**config.mk**
```make
export PLATFORM = sky130hd
export DESIGN_NAME = proc_timer_block
export DESIGN_NICKNAME = d
export VERILOG_FILES = /design/src/hdl/proc_timer_pkg.sv /design/src/hdl/timer_cmd_if.sv /design/src/hdl/apb_timer_regs.sv /design/src/hdl/ticker_bank.sv /design/src/hdl/process_timer_array.sv /design/src/hdl/proc_timer_block.sv
export VERILOG_INCLUDE_DIRS = /design/src /design/src/hdl
export SDC_FILE = /design/constraint.sdc
export NUM_CORES = 1
export LEC_CHECK = 0
export CORE_UTILIZATION = 58
export CTS_CLUSTER_SIZE = 24
export DETAILED_ROUTE_END_ITERATION = 7
export DONT_BUFFER_PORTS = 1
export PLACE_DENSITY = 0.88
export SYNTH_ARGS = -nofsm -noshare
export SYNTH_HDL_FRONTEND = slang
export SYNTH_SLANG_ARGS = --single-unit
```
**constraint.sdc**
```tcl
create_clock -name clk -period 2.2 [get_ports clk]
set_clock_uncertainty 0.2 [all_clocks]
set_input_delay 0 -clock clk [delete_from_list [all_inputs] [get_ports clk]]
set_output_delay 0 -clock clk [all_outputs]
set_load 0.02 [all_outputs]
```
**src/hdl/proc_timer_cfg.svh**
```systemverilog
`ifndef PROC_TIMER_CFG_SVH
`define PROC_TIMER_CFG_SVH

// ------------------------------------------------------------
// process timer block sizing.
// ------------------------------------------------------------

// number of process timers, 1 to 32, one ready bit each.
`define PT_NUM_TIMERS 16

// eight tickers, fixed by the three-bit ticker number.
`define PT_NUM_TICKERS 8

// field widths of the command word.
`define PT_PERIOD_W 16  // period and data field.
`define PT_SEL_W    5   // unit number field.
`define PT_TICKER_W 3   // ticker number, low bits of unit or data.
`define PT_CTRL_W   7   // control bitmask.

`endif

```
**src/hdl/proc_timer_pkg.sv**
```systemverilog
`default_nettype none

`include "proc_timer_cfg.svh"

package proc_timer_pkg;

  // ------------------------------------------------------------
  // command word encodings.
  // ------------------------------------------------------------

  // bit positions in the control field; several may be set at once.
  typedef enum logic [2:0] {
    CB_RESET_TICKERS = 3'd0,  // clear every ticker counter.
    CB_SET_PERIOD    = 3'd1,  // load period of one ticker.
    CB_SET_TICKER    = 3'd2,  // bind timer to a ticker, enables it.
    CB_CLEAR_READY   = 3'd3,  // drop the ready flag.
    CB_ENABLE        = 3'd4,
    CB_DISABLE       = 3'd5,  // wins over enable and bind.
    CB_FORCE_READY   = 3'd6   // set ready if enabled.
  } ctrl_bit_e;

  // register offsets on the APB side.
  typedef enum logic [7:0] {
    REG_CMD   = 8'h00,  // write only.
    REG_READY = 8'h04   // read only.
  } reg_addr_e;

  typedef logic [`PT_CTRL_W-1:0]   ctrl_t;       // indexed by ctrl_bit_e.
  typedef logic [`PT_PERIOD_W-1:0] period_t;
  typedef logic [`PT_TICKER_W-1:0] ticker_sel_t;
  typedef logic [`PT_SEL_W-1:0]    unit_sel_t;

  // layout of a write to REG_CMD, msb first.
  typedef struct packed {
    period_t              data;     // [31:16].
    logic [7-`PT_SEL_W:0] rsvd_hi;  // [15:13], ignored.
    unit_sel_t            unit;     // [12:8] ticker or timer number.
    logic                 rsvd_lo;  // [7], ignored.
    ctrl_t                ctrl;     // [6:0].
  } cmd_word_t;

endpackage

`default_nettype wire

```
**src/hdl/timer_cmd_if.sv**
```systemverilog
`timescale 1ns/1ps
`default_nettype none

`include "proc_timer_cfg.svh"

// one decoded command, valid while wr is high.
interface timer_cmd_if;
  import proc_timer_pkg::*;

  logic                      wr;          // single-cycle strobe.
  ctrl_t                     ctrl;
  ticker_sel_t               ticker_sel;  // low bits of unit number.
  logic [`PT_NUM_TIMERS-1:0] timer_hit;   // one-hot unit decode.
  period_t                   data;

  // ------------------------------------------------------------
  // the register block drives, the tickers and timers listen.
  // ------------------------------------------------------------
  modport master (
    output wr, ctrl, ticker_sel, timer_hit, data
  );

  modport ticker (
    input wr, ctrl, ticker_sel, data
  );

  modport timer (
    input wr, ctrl, timer_hit, data
  );

endinterface

`default_nettype wire

```
**src/hdl/apb_timer_regs.sv**
```systemverilog
`timescale 1ns/1ps
`default_nettype none

`include "proc_timer_cfg.svh"

module apb_timer_regs (
  input  logic                      clk,
  input  logic                      reset,
  input  logic                      psel,
  input  logic                      penable,
  input  logic                      pwrite,
  input  logic [7:0]                paddr,
  input  logic [31:0]               pwdata,
  input  logic [`PT_NUM_TIMERS-1:0] rdy_in,
  output logic [31:0]               prdata,
  output logic                      pready,
  output logic                      pslverr,
  timer_cmd_if.master               cmd
);
  import proc_timer_pkg::*;

  cmd_word_t word;      // pwdata viewed as a command.
  logic      setup_q;   // previous cycle was a setup phase.
  logic      access;    // qualified access phase.
  logic      is_cmd;
  logic      is_ready;

  // ------------------------------------------------------------
  // APB phase tracking.
  // ------------------------------------------------------------

  // an access phase only counts after a setup phase.
  always_ff @(posedge clk) begin
    if (reset) begin
      setup_q <= 1'b0;
    end else begin
      setup_q <= psel & ~penable;
    end
  end

  assign access = psel & penable & setup_q;
  assign pready = 1'b1;  // zero wait states.

  // address match against the register map.
  always_comb begin
    is_cmd   = 1'b0;
    is_ready = 1'b0;
    case (paddr)
      REG_CMD:   is_cmd   = 1'b1;
      REG_READY: is_ready = 1'b1;
      default:   ;  // unmapped, flagged below.
    endcase
  end

  // error on unmapped offset or on a write to the read-only flags.
  assign pslverr = access & (~(is_cmd | is_ready) | (pwrite & is_ready));

  // ready vector, zero-extended, only during its own read.
  assign prdata = (access && !pwrite && is_ready) ? 32'(rdy_in) : 32'h0;

  // ------------------------------------------------------------
  // command split and unit decode.
  // ------------------------------------------------------------
  assign word           = cmd_word_t'(pwdata);
  assign cmd.wr         = access & pwrite & is_cmd;  // combinational strobe.
  assign cmd.ctrl       = word.ctrl;
  assign cmd.data       = word.data;
  assign cmd.ticker_sel = word.unit[`PT_TICKER_W-1:0];

  // one-hot timer select; numbers beyond the array hit nothing.
  always_comb begin
    cmd.timer_hit = '0;
    for (int i = 0; i < `PT_NUM_TIMERS; i++) begin
      if (int'(word.unit) == i) begin
        cmd.timer_hit[i] = 1'b1;
      end
    end
  end

endmodule

`default_nettype wire

```
**src/hdl/ticker_bank.sv**
```systemverilog
`timescale 1ns/1ps
`default_nettype none

`include "proc_timer_cfg.svh"

module ticker_bank (
  input  logic                       clk,
  input  logic                       reset,
  input  logic                       tick,         // external tick pulse.
  timer_cmd_if.ticker                cmd,
  output logic [`PT_NUM_TICKERS-1:0] period_done
);
  import proc_timer_pkg::*;

  logic set_period;     // load one period register.
  logic reset_tickers;  // restart all counters.

  assign set_period    = cmd.wr & cmd.ctrl[CB_SET_PERIOD];
  assign reset_tickers = cmd.wr & cmd.ctrl[CB_RESET_TICKERS];

  // ------------------------------------------------------------
  // one period register and counter per ticker.
  // ------------------------------------------------------------
  for (genvar t = 0; t < `PT_NUM_TICKERS; t++) begin : g_ticker
    period_t period_q;  // programmed divide ratio.
    period_t count_q;   // ticks seen in the current period.
    logic    sel;

    assign sel = (cmd.ticker_sel == ticker_sel_t'(t));

    always_ff @(posedge clk) begin
      if (reset) begin
        period_q <= '0;
        count_q  <= '0;
      end else begin
        if (set_period && sel) begin
          period_q <= cmd.data;
        end
        // wrap one cycle after the match, or on a bank restart.
        if (reset_tickers || period_done[t]) begin
          count_q <= '0;
        end else if (tick) begin
          count_q <= count_q + 1'b1;
        end
      end
    end

    // stays high for a zero period, counter never leaves zero.
    assign period_done[t] = (count_q == period_q);
  end

endmodule

`default_nettype wire

```
**src/hdl/process_timer_array.sv**
```systemverilog
`timescale 1ns/1ps
`default_nettype none

`include "proc_timer_cfg.svh"

module process_timer_array (
  input  logic                       clk,
  input  logic                       reset,
  timer_cmd_if.timer                 cmd,
  input  logic [`PT_NUM_TICKERS-1:0] period_done,
  output logic [`PT_NUM_TIMERS-1:0]  proc_rdy
);
  import proc_timer_pkg::*;

  ticker_sel_t new_ticker;  // binding carried in the data field.

  assign new_ticker = cmd.data[`PT_TICKER_W-1:0];

  // ------------------------------------------------------------
  // per-timer binding, enable and ready flag.
  // ------------------------------------------------------------
  for (genvar p = 0; p < `PT_NUM_TIMERS; p++) begin : g_timer
    ticker_sel_t ticker_q;  // bound ticker.
    logic        en_q;
    logic        rdy_q;
    logic        hit;       // command addresses this timer.
    logic        do_bind;
    logic        do_clear;
    logic        do_enable;
    logic        do_disable;
    logic        do_force;
    logic        drop_rdy;

    assign hit        = cmd.wr & cmd.timer_hit[p];
    assign do_bind    = hit & cmd.ctrl[CB_SET_TICKER];
    assign do_clear   = hit & cmd.ctrl[CB_CLEAR_READY];
    assign do_enable  = hit & cmd.ctrl[CB_ENABLE];
    assign do_disable = hit & cmd.ctrl[CB_DISABLE];
    assign do_force   = hit & cmd.ctrl[CB_FORCE_READY];

    // any control change on the timer restarts its ready flag.
    assign drop_rdy = do_bind | do_enable | do_disable | do_clear;

    always_ff @(posedge clk) begin
      if (reset) begin
        ticker_q <= '0;
        en_q     <= 1'b0;
        rdy_q    <= 1'b0;
      end else begin
        if (do_bind) begin
          ticker_q <= new_ticker;
        end
        en_q  <= ~do_disable & (do_enable | do_bind | en_q);  // disable wins.
        // sticky until cleared, gated by the current enable.
        rdy_q <= ~drop_rdy & en_q & (period_done[ticker_q] | do_force | rdy_q);
      end
    end

    assign proc_rdy[p] = rdy_q;
  end

endmodule

`default_nettype wire

```
**src/hdl/proc_timer_block.sv**
```systemverilog
`timescale 1ns/1ps
`default_nettype none

`include "proc_timer_cfg.svh"

module proc_timer_block (
  input  logic                      clk,
  input  logic                      reset,
  input  logic                      tick,      // one-cycle tick pulse.
  // APB slave.
  input  logic                      psel,
  input  logic                      penable,
  input  logic                      pwrite,
  input  logic [7:0]                paddr,
  input  logic [31:0]               pwdata,
  output logic [31:0]               prdata,
  output logic                      pready,
  output logic                      pslverr,
  // one ready flag per process timer.
  output logic [`PT_NUM_TIMERS-1:0] proc_rdy
);

  logic [`PT_NUM_TICKERS-1:0] period_done;  // ticker wrap pulses.

  timer_cmd_if cmd_bus ();  // decoded command from the register block.

  // ------------------------------------------------------------
  // register block, tickers and timers.
  // ------------------------------------------------------------
  apb_timer_regs u_regs (
    .clk     (clk),
    .reset   (reset),
    .psel    (psel),
    .penable (penable),
    .pwrite  (pwrite),
    .paddr   (paddr),
    .pwdata  (pwdata),
    .rdy_in  (proc_rdy),  // ready flags read back.
    .prdata  (prdata),
    .pready  (pready),
    .pslverr (pslverr),
    .cmd     (cmd_bus.master)
  );

  ticker_bank u_tickers (
    .clk         (clk),
    .reset       (reset),
    .tick        (tick),
    .cmd         (cmd_bus.ticker),
    .period_done (period_done)
  );

  process_timer_array u_timers (
    .clk         (clk),
    .reset       (reset),
    .cmd         (cmd_bus.timer),
    .period_done (period_done),
    .proc_rdy    (proc_rdy)
  );

endmodule

`default_nettype wire

```
Word-level counts from Yosys, hierarchy flattened
Index checks and enable logic that the tools add are counted.

operators by class
  $add $sub $neg = 8
  order comparisons = 16
  eq/ne operators = 31
  mux-type cells = 51
  bitwise operators = 285
  reductions and logical operators = 30

operator list
  operator                                                     number
  AND 1 bit                                                    153
  adder 16 x 1 -> 16 bit (second input constant)               8
  equality test 16 bit                                         8
  bitwise OR 1 bit                                             98
  less-than comparator 3 x 4 -> 1 bit (second input constant)  16
  binary-select mux 1 bit (select 3 bit)                       16
  equality test 5 bit (second input constant)                  8
  2-to-1 mux 1 bit                                             34
  NOT 1 bit                                                    34
  equality test 5 x 4 -> 1 bit (second input constant)         4
  2-to-1 mux 16 bit                                            1
  OR reduction 2 bit                                           8
  equality test 3 bit (second input constant)                  4
  equality test 5 x 3 -> 1 bit (second input constant)         2
  logical AND 1 bit                                            10
  equality test 8 x 3 -> 1 bit (second input constant)         1
  zero test 8 bit                                              1
  logical OR 1 bit                                             8
  equality test 3 x 2 -> 1 bit (second input constant)         2
  equality test 5 x 2 -> 1 bit (second input constant)         1
  zero test 5 bit                                              1
  equality test 3 x 1 -> 1 bit (second input constant)         1
  zero test 3 bit                                              1
  zero test 1 bit                                              1

word-level totals
  register bits after elaboration = 337
  input port bits = 46
  output and inout bits = 50
  logic and storage cells = 486

Logic depth before layout (Yosys ltp)
Gate-level depths: netlist of the first run.

  depth after elaboration = 12
  mapped depth = 9
  gate-level depth less buffers = 6

Modules after synthesis
A second synthesis of the first run with hierarchy kept.

unflattened totals
  cells, all modules = 1910
  area, all modules = 16925.0 sq um

modules (own cells, without submodules)
  module               times used  cells each  area an instance (sq um)
  ticker_bank          1           1415        11925.2
  process_timer_array  1           376         4135.2
  apb_timer_regs       1           119         864.6

Least setup slack after synthesis of the first run
OpenSTA, ideal clock, no wires.

  path type = reg2reg
  start = register u_tickers.g_ticker[4].count_q[6]
  end = register u_timers.g_timer[12].rdy_q
  arrival = 1.812 ns
  data required time = 1.921 ns
  slack = 0.108 ns
  stages on the path, launching flop included = 8
  buffers on the path = 1
  clock period less this slack = 2.092 ns
  cell sequence = dfxtp_1 xnor2_1 nand4_1 nor4_2 clkbuf_1 mux4_2 o2bb2ai_1 a211oi_2

between the ends
  cells in the longest elaborated chain, start to end = 6

RTL lines
  item                                    RTL line                   source
  start, declared                         ticker_bank.sv:26          period_t count_q;
  start signal, assigned                  ticker_bank.sv:43          count_q <= count_q + 1'b1;
  equality test 16 bit                    ticker_bank.sv:49          assign period_done[t] = (count_q == period_q);
  binary-select mux 1 bit (select 3 bit)  process_timer_array.sv:55  rdy_q <= ~drop_rdy & en_q & (period_done[ticker_q] | do_force | rdy_q);
  2-to-1 mux 1 bit (implied by the code)  process_timer_array.sv:55
  bitwise OR 1 bit (2 in a row)           process_timer_array.sv:55
  AND 1 bit                               process_timer_array.sv:55
  end signal, assigned                    process_timer_array.sv:55
  end, declared                           process_timer_array.sv:25  logic rdy_q;

No other way between the ends. The select of a mux whose other input is x is not followed.
A chain may end at the register's enable or synchronous reset.

Worst setup path after layout of the first run
  start = register u_tickers.g_ticker[6].period_q[12]
  end = register u_timers.g_timer[8].rdy_q

between the ends
  cells in the longest elaborated chain, start to end = 6

RTL lines
  item                                    RTL line                   source
  start, declared                         ticker_bank.sv:25          period_t period_q;
  start signal, assigned                  ticker_bank.sv:37          period_q <= cmd.data;
  equality test 16 bit                    ticker_bank.sv:49
  binary-select mux 1 bit (select 3 bit)  process_timer_array.sv:55
  2-to-1 mux 1 bit (implied by the code)  process_timer_array.sv:55
  bitwise OR 1 bit (2 in a row)           process_timer_array.sv:55
  AND 1 bit                               process_timer_array.sv:55
  end signal, assigned                    process_timer_array.sv:55
  end, declared                           process_timer_array.sv:25

No other way between the ends. The select of a mux whose other input is x is not followed.

==> results of run 1 <==
==> cell usage in the layout (no fill, tap or decap), types with 10 or more instances in the layout <==
cell | synthesis | routed
nor2b_1 | 11 | 11
nand2b_1 | 16 | 15
clkbuf_16 | 0 | 38
nand3_1 | 94 | 90
buf_4 | 36 | 57
nand3b_1 | 16 | 16
inv_1 | 18 | 18
mux2i_1 | 136 | 136
mux2_2 | 16 | 14
nand4_1 | 56 | 56
and3_1 | 36 | 36
xor2_1 | 116 | 116
nor2_1 | 287 | 286
xnor2_1 | 132 | 120
conb_1 | 2 | 17
nor3_1 | 20 | 17
a31oi_1 | 17 | 17
nand2_1 | 162 | 158
dfxtp_2 | 0 | 38
dfxtp_1 | 337 | 295
and4_1 | 26 | 25
clkbuf_8 | 0 | 10
and2_1 | 25 | 25
a21oi_1 | 81 | 81
buf_6 | 3 | 12
xnor2_2 | 0 | 12
buf_12 | 1 | 18
==> Yosys cell counts, types with 17 or more instances <==
cell	n	share of area
xor2_1	116	0.062
xnor2_1	132	0.070
and4_1	26	0.014
nor2_1	287	0.066
nand2_1	162	0.037
nor3_1	20	0.0061
dfxtp_1	337	0.41
a21oi_1	81	0.025
clkbuf_1	75	0.017
mux2i_1	136	0.083
buf_2	27	0.0082
buf_4	36	0.016
inv_1	18	0.0041
nand3_1	94	0.029
and2_1	25	0.0095
and3_1	36	0.014
nand4_1	56	0.021
a31oi_1	17	0.0065
==> per-stage QoR <==
| step | worst slack (ns) | std cells |
|---|---|---|
| after floorplan | 0.108 | 1863 |
| after global placement | 0.0431 | 2164 |
| after detailed placement | 0.00166 | 2164 |
| after CTS | -0.0154 | 2236 |
| after global routing | -0.195 | 2250 |
| final | -0.113 | 2250 |
==> layer usage <==
layer | wire (µm) | part of all wire | up-vias
li1 | - | - | 6208
met5 | 0 | 0 | -
met4 | 2250 | 0.049 | 0
met1 | 17200 | 0.37 | 6614
met3 | 4570 | 0.099 | 200
met2 | 22000 | 0.48 | 790
==> flip-flops by register name (all words and copies together) (netlist names) <==
name                         flops
u_regs.setup_q                   1
u_tickers.g_ticker.count_q     128
u_tickers.g_ticker.period_q    128
u_timers.g_timer.en_q           16
u_timers.g_timer.rdy_q          16
u_timers.g_timer.ticker_q       48
==> final timing paths <==
kind	end	slack [ns]	from	cells after the start
setup reg to reg	u_timers.g_timer[8].rdy_q	-0.11	u_tickers.g_ticker[6].period_q[12]	8
setup / recovery	u_timers.g_timer[8].rdy_q	-0.11	u_tickers.g_ticker[6].period_q[12]	8
hold reg to reg	u_tickers.g_ticker[4].period_q[13]	0.26	u_tickers.g_ticker[4].period_q[13]	2
hold / removal	u_timers.g_timer[13].en_q	-0.65	reset	1
==> logic make-up after synthesis <==
group | Yosys count
XOR/XNOR | 248
multiplexers | 164
buffers and inverters | 168
other | 2
adder cells (fa/ha/maj) | 8
AO/OA/AOI/OAI | 138
flip-flops | 337
AND/OR/NAND/NOR | 783
==> final cells by class <==
class                   instances  area [µm²]  area share
inverters                      18        67.6     0.00360
repair buffers                 97        1080      0.0573
clock inverters                 7        77.6     0.00413
flip-flops and latches        337        6810       0.363
well taps                     378         473      0.0252
multi-input cells            1358        9200       0.490
clock buffers                  55        1070      0.0571
==> repair_timing <==
| item | CTS | global route |
|---|---|---|
| pin swaps | 3 | 27 |
| endpoints found under the setup margin | 14 | 81 |
| setup buffers | 2 | 8 |
| resized for setup | 16 | 112 |
| cloned | 1 | 6 |
| endpoints found under the hold margin | 338 | 336 |
==> power groups by stage <==
stage               Sequential [mW]  Clock (mW)  Combinational [mW]
detailed placement             6.24           0               0.122
floorplan                      6.24           0               0.228
finish                         6.10        5.96               0.164
CTS                            6.10        5.99               0.156
global route                   6.09        6.25               0.172
global placement               6.24           0               0.121
==> flow_metrics.env, run 1 <==
export IMPL_async_flop_share=0
export IMPL_routed_wl_um=46000
export IMPL_final_layout_size_suffix_gt1_frac=0.149
export IMPL_ir_drop_v=0.000758
export IMPL_vias_per_cell=6.14
export IMPL_worst_path_buf_inv=2
export IMPL_p_sw_mw=2.59
export IMPL_tns_ns=-0.607
export IMPL_power_density_mw_per_mm2=651
export IMPL_crit_slowest_cell="dfxtp_1"
export IMPL_tightest_slew_ns=0.663
export IMPL_core_area_mm2=0.0279
export IMPL_ctsHtreeMaxLevel=2
export IMPL_synthCells=1848
export IMPL_slew_viol_final=0
export IMPL_hpwl_um=25900
export IMPL_grt_use_total=0.297
export IMPL_first_iter_violations=1626
export IMPL_critical_path_class="reg -> reg"
export IMPL_avgSynthCellArea_um2=8.90
export IMPL_drv_cap=0
export IMPL_grtUsageMet2=0.505
export IMPL_die_h_um=170
export IMPL_fp_dieArea_mm2=0.0290
export IMPL_rsz0062_at_grt="yes"
export IMPL_ys_seq_elements=337
export IMPL_use_met3=0.0663
export IMPL_busiest_layer="met2"
export IMPL_critPathTopFamily="simple AND/OR/NAND/NOR gates"
export IMPL_start_kind="flip-flop"
export IMPL_clock_sinks=337
export IMPL_cts_root_buf="clkbuf_16"
export IMPL_arrival_ns=2.55
export IMPL_whs_ns=-0.654
export IMPL_synthSimpleGateAreaFrac=0.236
export IMPL_synth_compound_area_frac=0.0512
export IMPL_synth_top_family_by_area="simple AND/OR/NAND/NOR gates"
export IMPL_seqPwrFrac=0.499
export IMPL_report_final_setup_viol=14
export IMPL_worstPathCellList="xnor2_1 > nand4_1 > nor4_4 > buf_6 > buf_12 > mux4_2 > o2bb2ai_1 > a211oi_1"
export IMPL_max_stage_delay_ns=0.33
export IMPL_ant_nets=0
export IMPL_yosysUniqueCellTypes=51
export IMPL_area_growth_pct=14.2
export IMPL_slew_limit_headroom=0.558
export IMPL_yosysWarnings=0
export IMPL_num_vias=13812
export IMPL_status="complete, but fails checks"
export IMPL_final_cell_area_mm2=0.0188
export IMPL_fmax_ghz=0.432
export IMPL_yosys_area_share_xor_xnor=0.132
export IMPL_row_count=61
export IMPL_p_clk_frac=0.488
export IMPL_switching_share=0.212
export IMPL_period_share=1.05
export IMPL_synthMuxAreaShare=0.112
export IMPL_period_needed_ns=2.31
export IMPL_grt_antenna_before_repair=0
export IMPL_synth_area_mm2=0.0164
export IMPL_nNetsFinal=1902
export IMPL_cts_buffers=36
export IMPL_postLayoutSetupSlackWorst_ns=-0.113
export IMPL_drc_errors=0
export IMPL_die_x_um=170
export IMPL_port_buffers=0
export IMPL_critPathCaptureType="flip-flop"
export IMPL_grt_pass1_vias=13762
export IMPL_clockBufferDepth=3
export IMPL_start_util=0.590
export IMPL_grt_pass1_wl_um=68600
export IMPL_finalHoldViolCount=336
export IMPL_fill_cells=1953
export IMPL_ys_seq_area_frac=0.410
export IMPL_ios=96
export IMPL_wire_per_inst_um=20.4
export IMPL_synth_fa_ha_area_frac=0.00609
export IMPL_hold_buffers=7
export IMPL_violations="hold timing, setup timing"
export IMPL_grt_start_max_net_pins=211
export IMPL_n_antenna_cell=0
export IMPL_utilization=0.674
export IMPL_crit_required_ns=2.43
export IMPL_use_met1=0.351
export IMPL_clk_pin_slew_worst_paths_ns=0.06
export IMPL_synthFlopType="dfxtp_1"
export IMPL_power_frac_comb=0.013
export IMPL_hold_class="in -> reg"
export IMPL_grt_overflow=0
export IMPL_clkLatencyLatePin_ns=0.54
export IMPL_cts_tree="done"
export IMPL_gp_congestion=0.832
export IMPL_critical_path_max_fanout=8
export IMPL_power_mw=12.2
export IMPL_placed_cell_area_mm2=0.0169
export IMPL_synth_edf_count=0
export IMPL_p_leak_nw=7.26
export IMPL_drt_first_pass_iters=7
export IMPL_internal_power_mw=9.63
Note: power is estimated with default switching activity, not from simulation.
==> run 2: changes to the inputs <==
Settings changed: CORE_UTILIZATION 58 to 62, PLACE_DENSITY 0.88 to 0.9.
Clock period 2.2 ns to 2.41 ns, I/O delays scaled along.
==> run 2 against run 1 <==
- the flow finishes with violations (hold timing)
- critical endpoint unchanged
- largest power group unchanged
- critical path depth rose by 1
- power fell by 8.6%
- non-clock buffer count fell by 27
- sequential share of layout area rose by 1.3 points
- flip-flop and latch count did not move
- combinational power rose by 42%
- worst hold slack got worse by 0.0034 ns
==> flow_metrics.env, run 2 (same netlist as run 1, synthesis figures left out) <==
export IMPL_die_h_um=165
export IMPL_critical_path_class="reg -> reg"
export IMPL_nNetsFinal=1874
export IMPL_cts_buffers=35
export IMPL_crit_required_ns=2.62
export IMPL_clkLatencyLatePin_ns=0.55
export IMPL_whs_ns=-0.658
export IMPL_ios=96
export IMPL_num_vias=13716
export IMPL_placed_cell_area_mm2=0.0164
export IMPL_drc_errors=0
export IMPL_p_leak_nw=6.86
export IMPL_wire_per_inst_um=20.2
export IMPL_gp_congestion=0.881
export IMPL_utilization=0.690
export IMPL_grt_pass1_vias=12831
export IMPL_start_kind="flip-flop"
export IMPL_max_stage_delay_ns=0.56
export IMPL_finalHoldViolCount=302
export IMPL_slew_viol_final=0
export IMPL_slew_limit_headroom=0.519
export IMPL_fmax_ghz=0.423
export IMPL_ant_nets=0
export IMPL_layout_commonest_cell="dfxtp_1"
export IMPL_critical_path_max_fanout=7
export IMPL_row_count=59
export IMPL_critPathTopFamily="buffers and inverters"
export IMPL_fp_dieArea_mm2=0.0272
export IMPL_pre_cts_ws_ns=-0.157
export IMPL_critPathCaptureType="flip-flop"
export IMPL_drt_first_pass_iters=6
export IMPL_hpwl_um=24500
export IMPL_top_regs="u_tickers.g_ticker.count_q: 128 flops, u_tickers.g_ticker.period_q: 128 flops, u_timers.g_timer.ticker_q: 48 flops"
export IMPL_clk_pin_slew_worst_paths_ns=0.06
export IMPL_clock_sinks=337
export IMPL_tightest_slew_ns=0.721
export IMPL_grt_antenna_before_repair=0
export IMPL_first_iter_violations=1443
export IMPL_crit_path_frequent_cell="buf_6"
export IMPL_period_needed_ns=2.36
export IMPL_crit_slowest_cell="dlygate4sd3_1"
export IMPL_arrival_ns=2.57
export IMPL_vias_per_cell=6.28
export IMPL_grt_overflow=0
export IMPL_ir_drop_v=0.000565
export IMPL_cts_tree="done"
export IMPL_grt_pass1_wl_um=64200
export IMPL_layout_common_cells="334 x dfxtp_1, 286 x nor2_1, 162 x nand2_1"
export IMPL_area_growth_pct=9.44
export IMPL_core_area_mm2=0.0261
export IMPL_power_density_mw_per_mm2=621
export IMPL_postLayoutSetupSlackWorst_ns=0.0472
export IMPL_start_util=0.631
export IMPL_cts_root_buf="clkbuf_16"
export IMPL_worstPathCellList="and3_4 > nand4_4 > buf_6 > nor4_4 > buf_6 > nand3_1 > nand3b_1 > dlygate4sd3_1 > a211oi_1"
export IMPL_violations="hold timing"
export IMPL_period_share=0.980
export IMPL_port_buffers=0
export IMPL_status="complete, but fails checks"
export IMPL_report_final_setup_viol=0
export IMPL_final_cell_area_mm2=0.0180
export IMPL_clockBufferDepth=3
export IMPL_ctsHtreeMaxLevel=2
export IMPL_hold_class="in -> reg"
export IMPL_grt_use_total=0.298
export IMPL_final_cell_count_no_fill=2183
export IMPL_routed_wl_um=44100
export IMPL_worst_path_buf_inv=3
export IMPL_final_layout_size_suffix_gt1_frac=0.0862
export IMPL_place_inst=2079
export IMPL_die_x_um=165
export IMPL_drv_cap=0
export IMPL_grt_start_max_net_pins=211
-- run 2: changes by cell type in the layout (fill, tap and decap cells not counted), moves of 12 or more --
| cell | before | now |
|---|---|---|
| buf_12 | 18 | 1 |
| buf_4 | 57 | 33 |
| dfxtp_1 | 295 | 334 |
| dfxtp_2 | 38 | 3 |
| dlygate4sd3_1 | 6 | 26 |
| xnor2_1 | 120 | 132 |
| xnor2_2 | 12 | 0 |
-- run 2: worst paths after layout --
path         slack [ns]  cells after the start                               to                startpoint
max                0.05                      9        u_timers.g_timer[8].rdy_q            u_regs.setup_q
min               -0.66                      1  u_timers.g_timer[8].ticker_q[2]                     reset
max reg2reg        0.05                      9        u_timers.g_timer[8].rdy_q            u_regs.setup_q
min reg2reg        0.26                      2        u_timers.g_timer[7].rdy_q  u_timers.g_timer[7].en_q
-- run 2: stage by stage --
stage	setup TNS, ns	power, mW
after floorplan	0	5.90
after global placement	-0.510	5.80
after detailed placement	-3.45	5.80
after CTS	0	11.1
after global routing	-0.114	11.4
final	0	11.2
-- run 2: repair_timing --
action | in CTS | in global routing
hold buffers | 14 | 14
endpoints found under the setup margin | 32 | 9
buffers inserted | 0 | 8
pin swaps | 0 | 2
gates resized for setup | 1 | 14
gates cloned | 0 | 3
endpoints found under the hold margin | 335 | 301
-- run 2: layer usage --
layer | wire [µm] | up-vias | global-route usage
met5 | 0 | - | 0
met3 | 4210 | 176 | 0.0618
li1 | - | 6162 | -
met4 | 1850 | 0 | 0.137
met1 | 16900 | 6583 | 0.363
met2 | 21200 | 795 | 0.504
-- run 2: cell type report --
type / count / area, µm²
antenna: 3 / 7.51
clock buffer: 52 / 1070
clock inverter: 10 / 68.8
fill: 1754 / 8070
inverter: 18 / 67.6
multi-input combinational: 1358 / 8970
sequential: 337 / 6750
tap: 335 / 419
timing repair buffer: 70 / 638
-- run 2: power breakdown --
| part | leakage, nW | total [mW] | switching [mW] | internal, mW |
|---|---|---|---|---|
| Sequential | 2.71 | 5.57 | 0.000388 | 5.57 |
| Combinational | 3.57 | 0.233 | 0.168 | 0.0656 |
| Clock | 0.572 | 5.37 | 2.28 | 3.09 |
| Total | 6.86 | 11.2 | 2.45 | 8.72 |
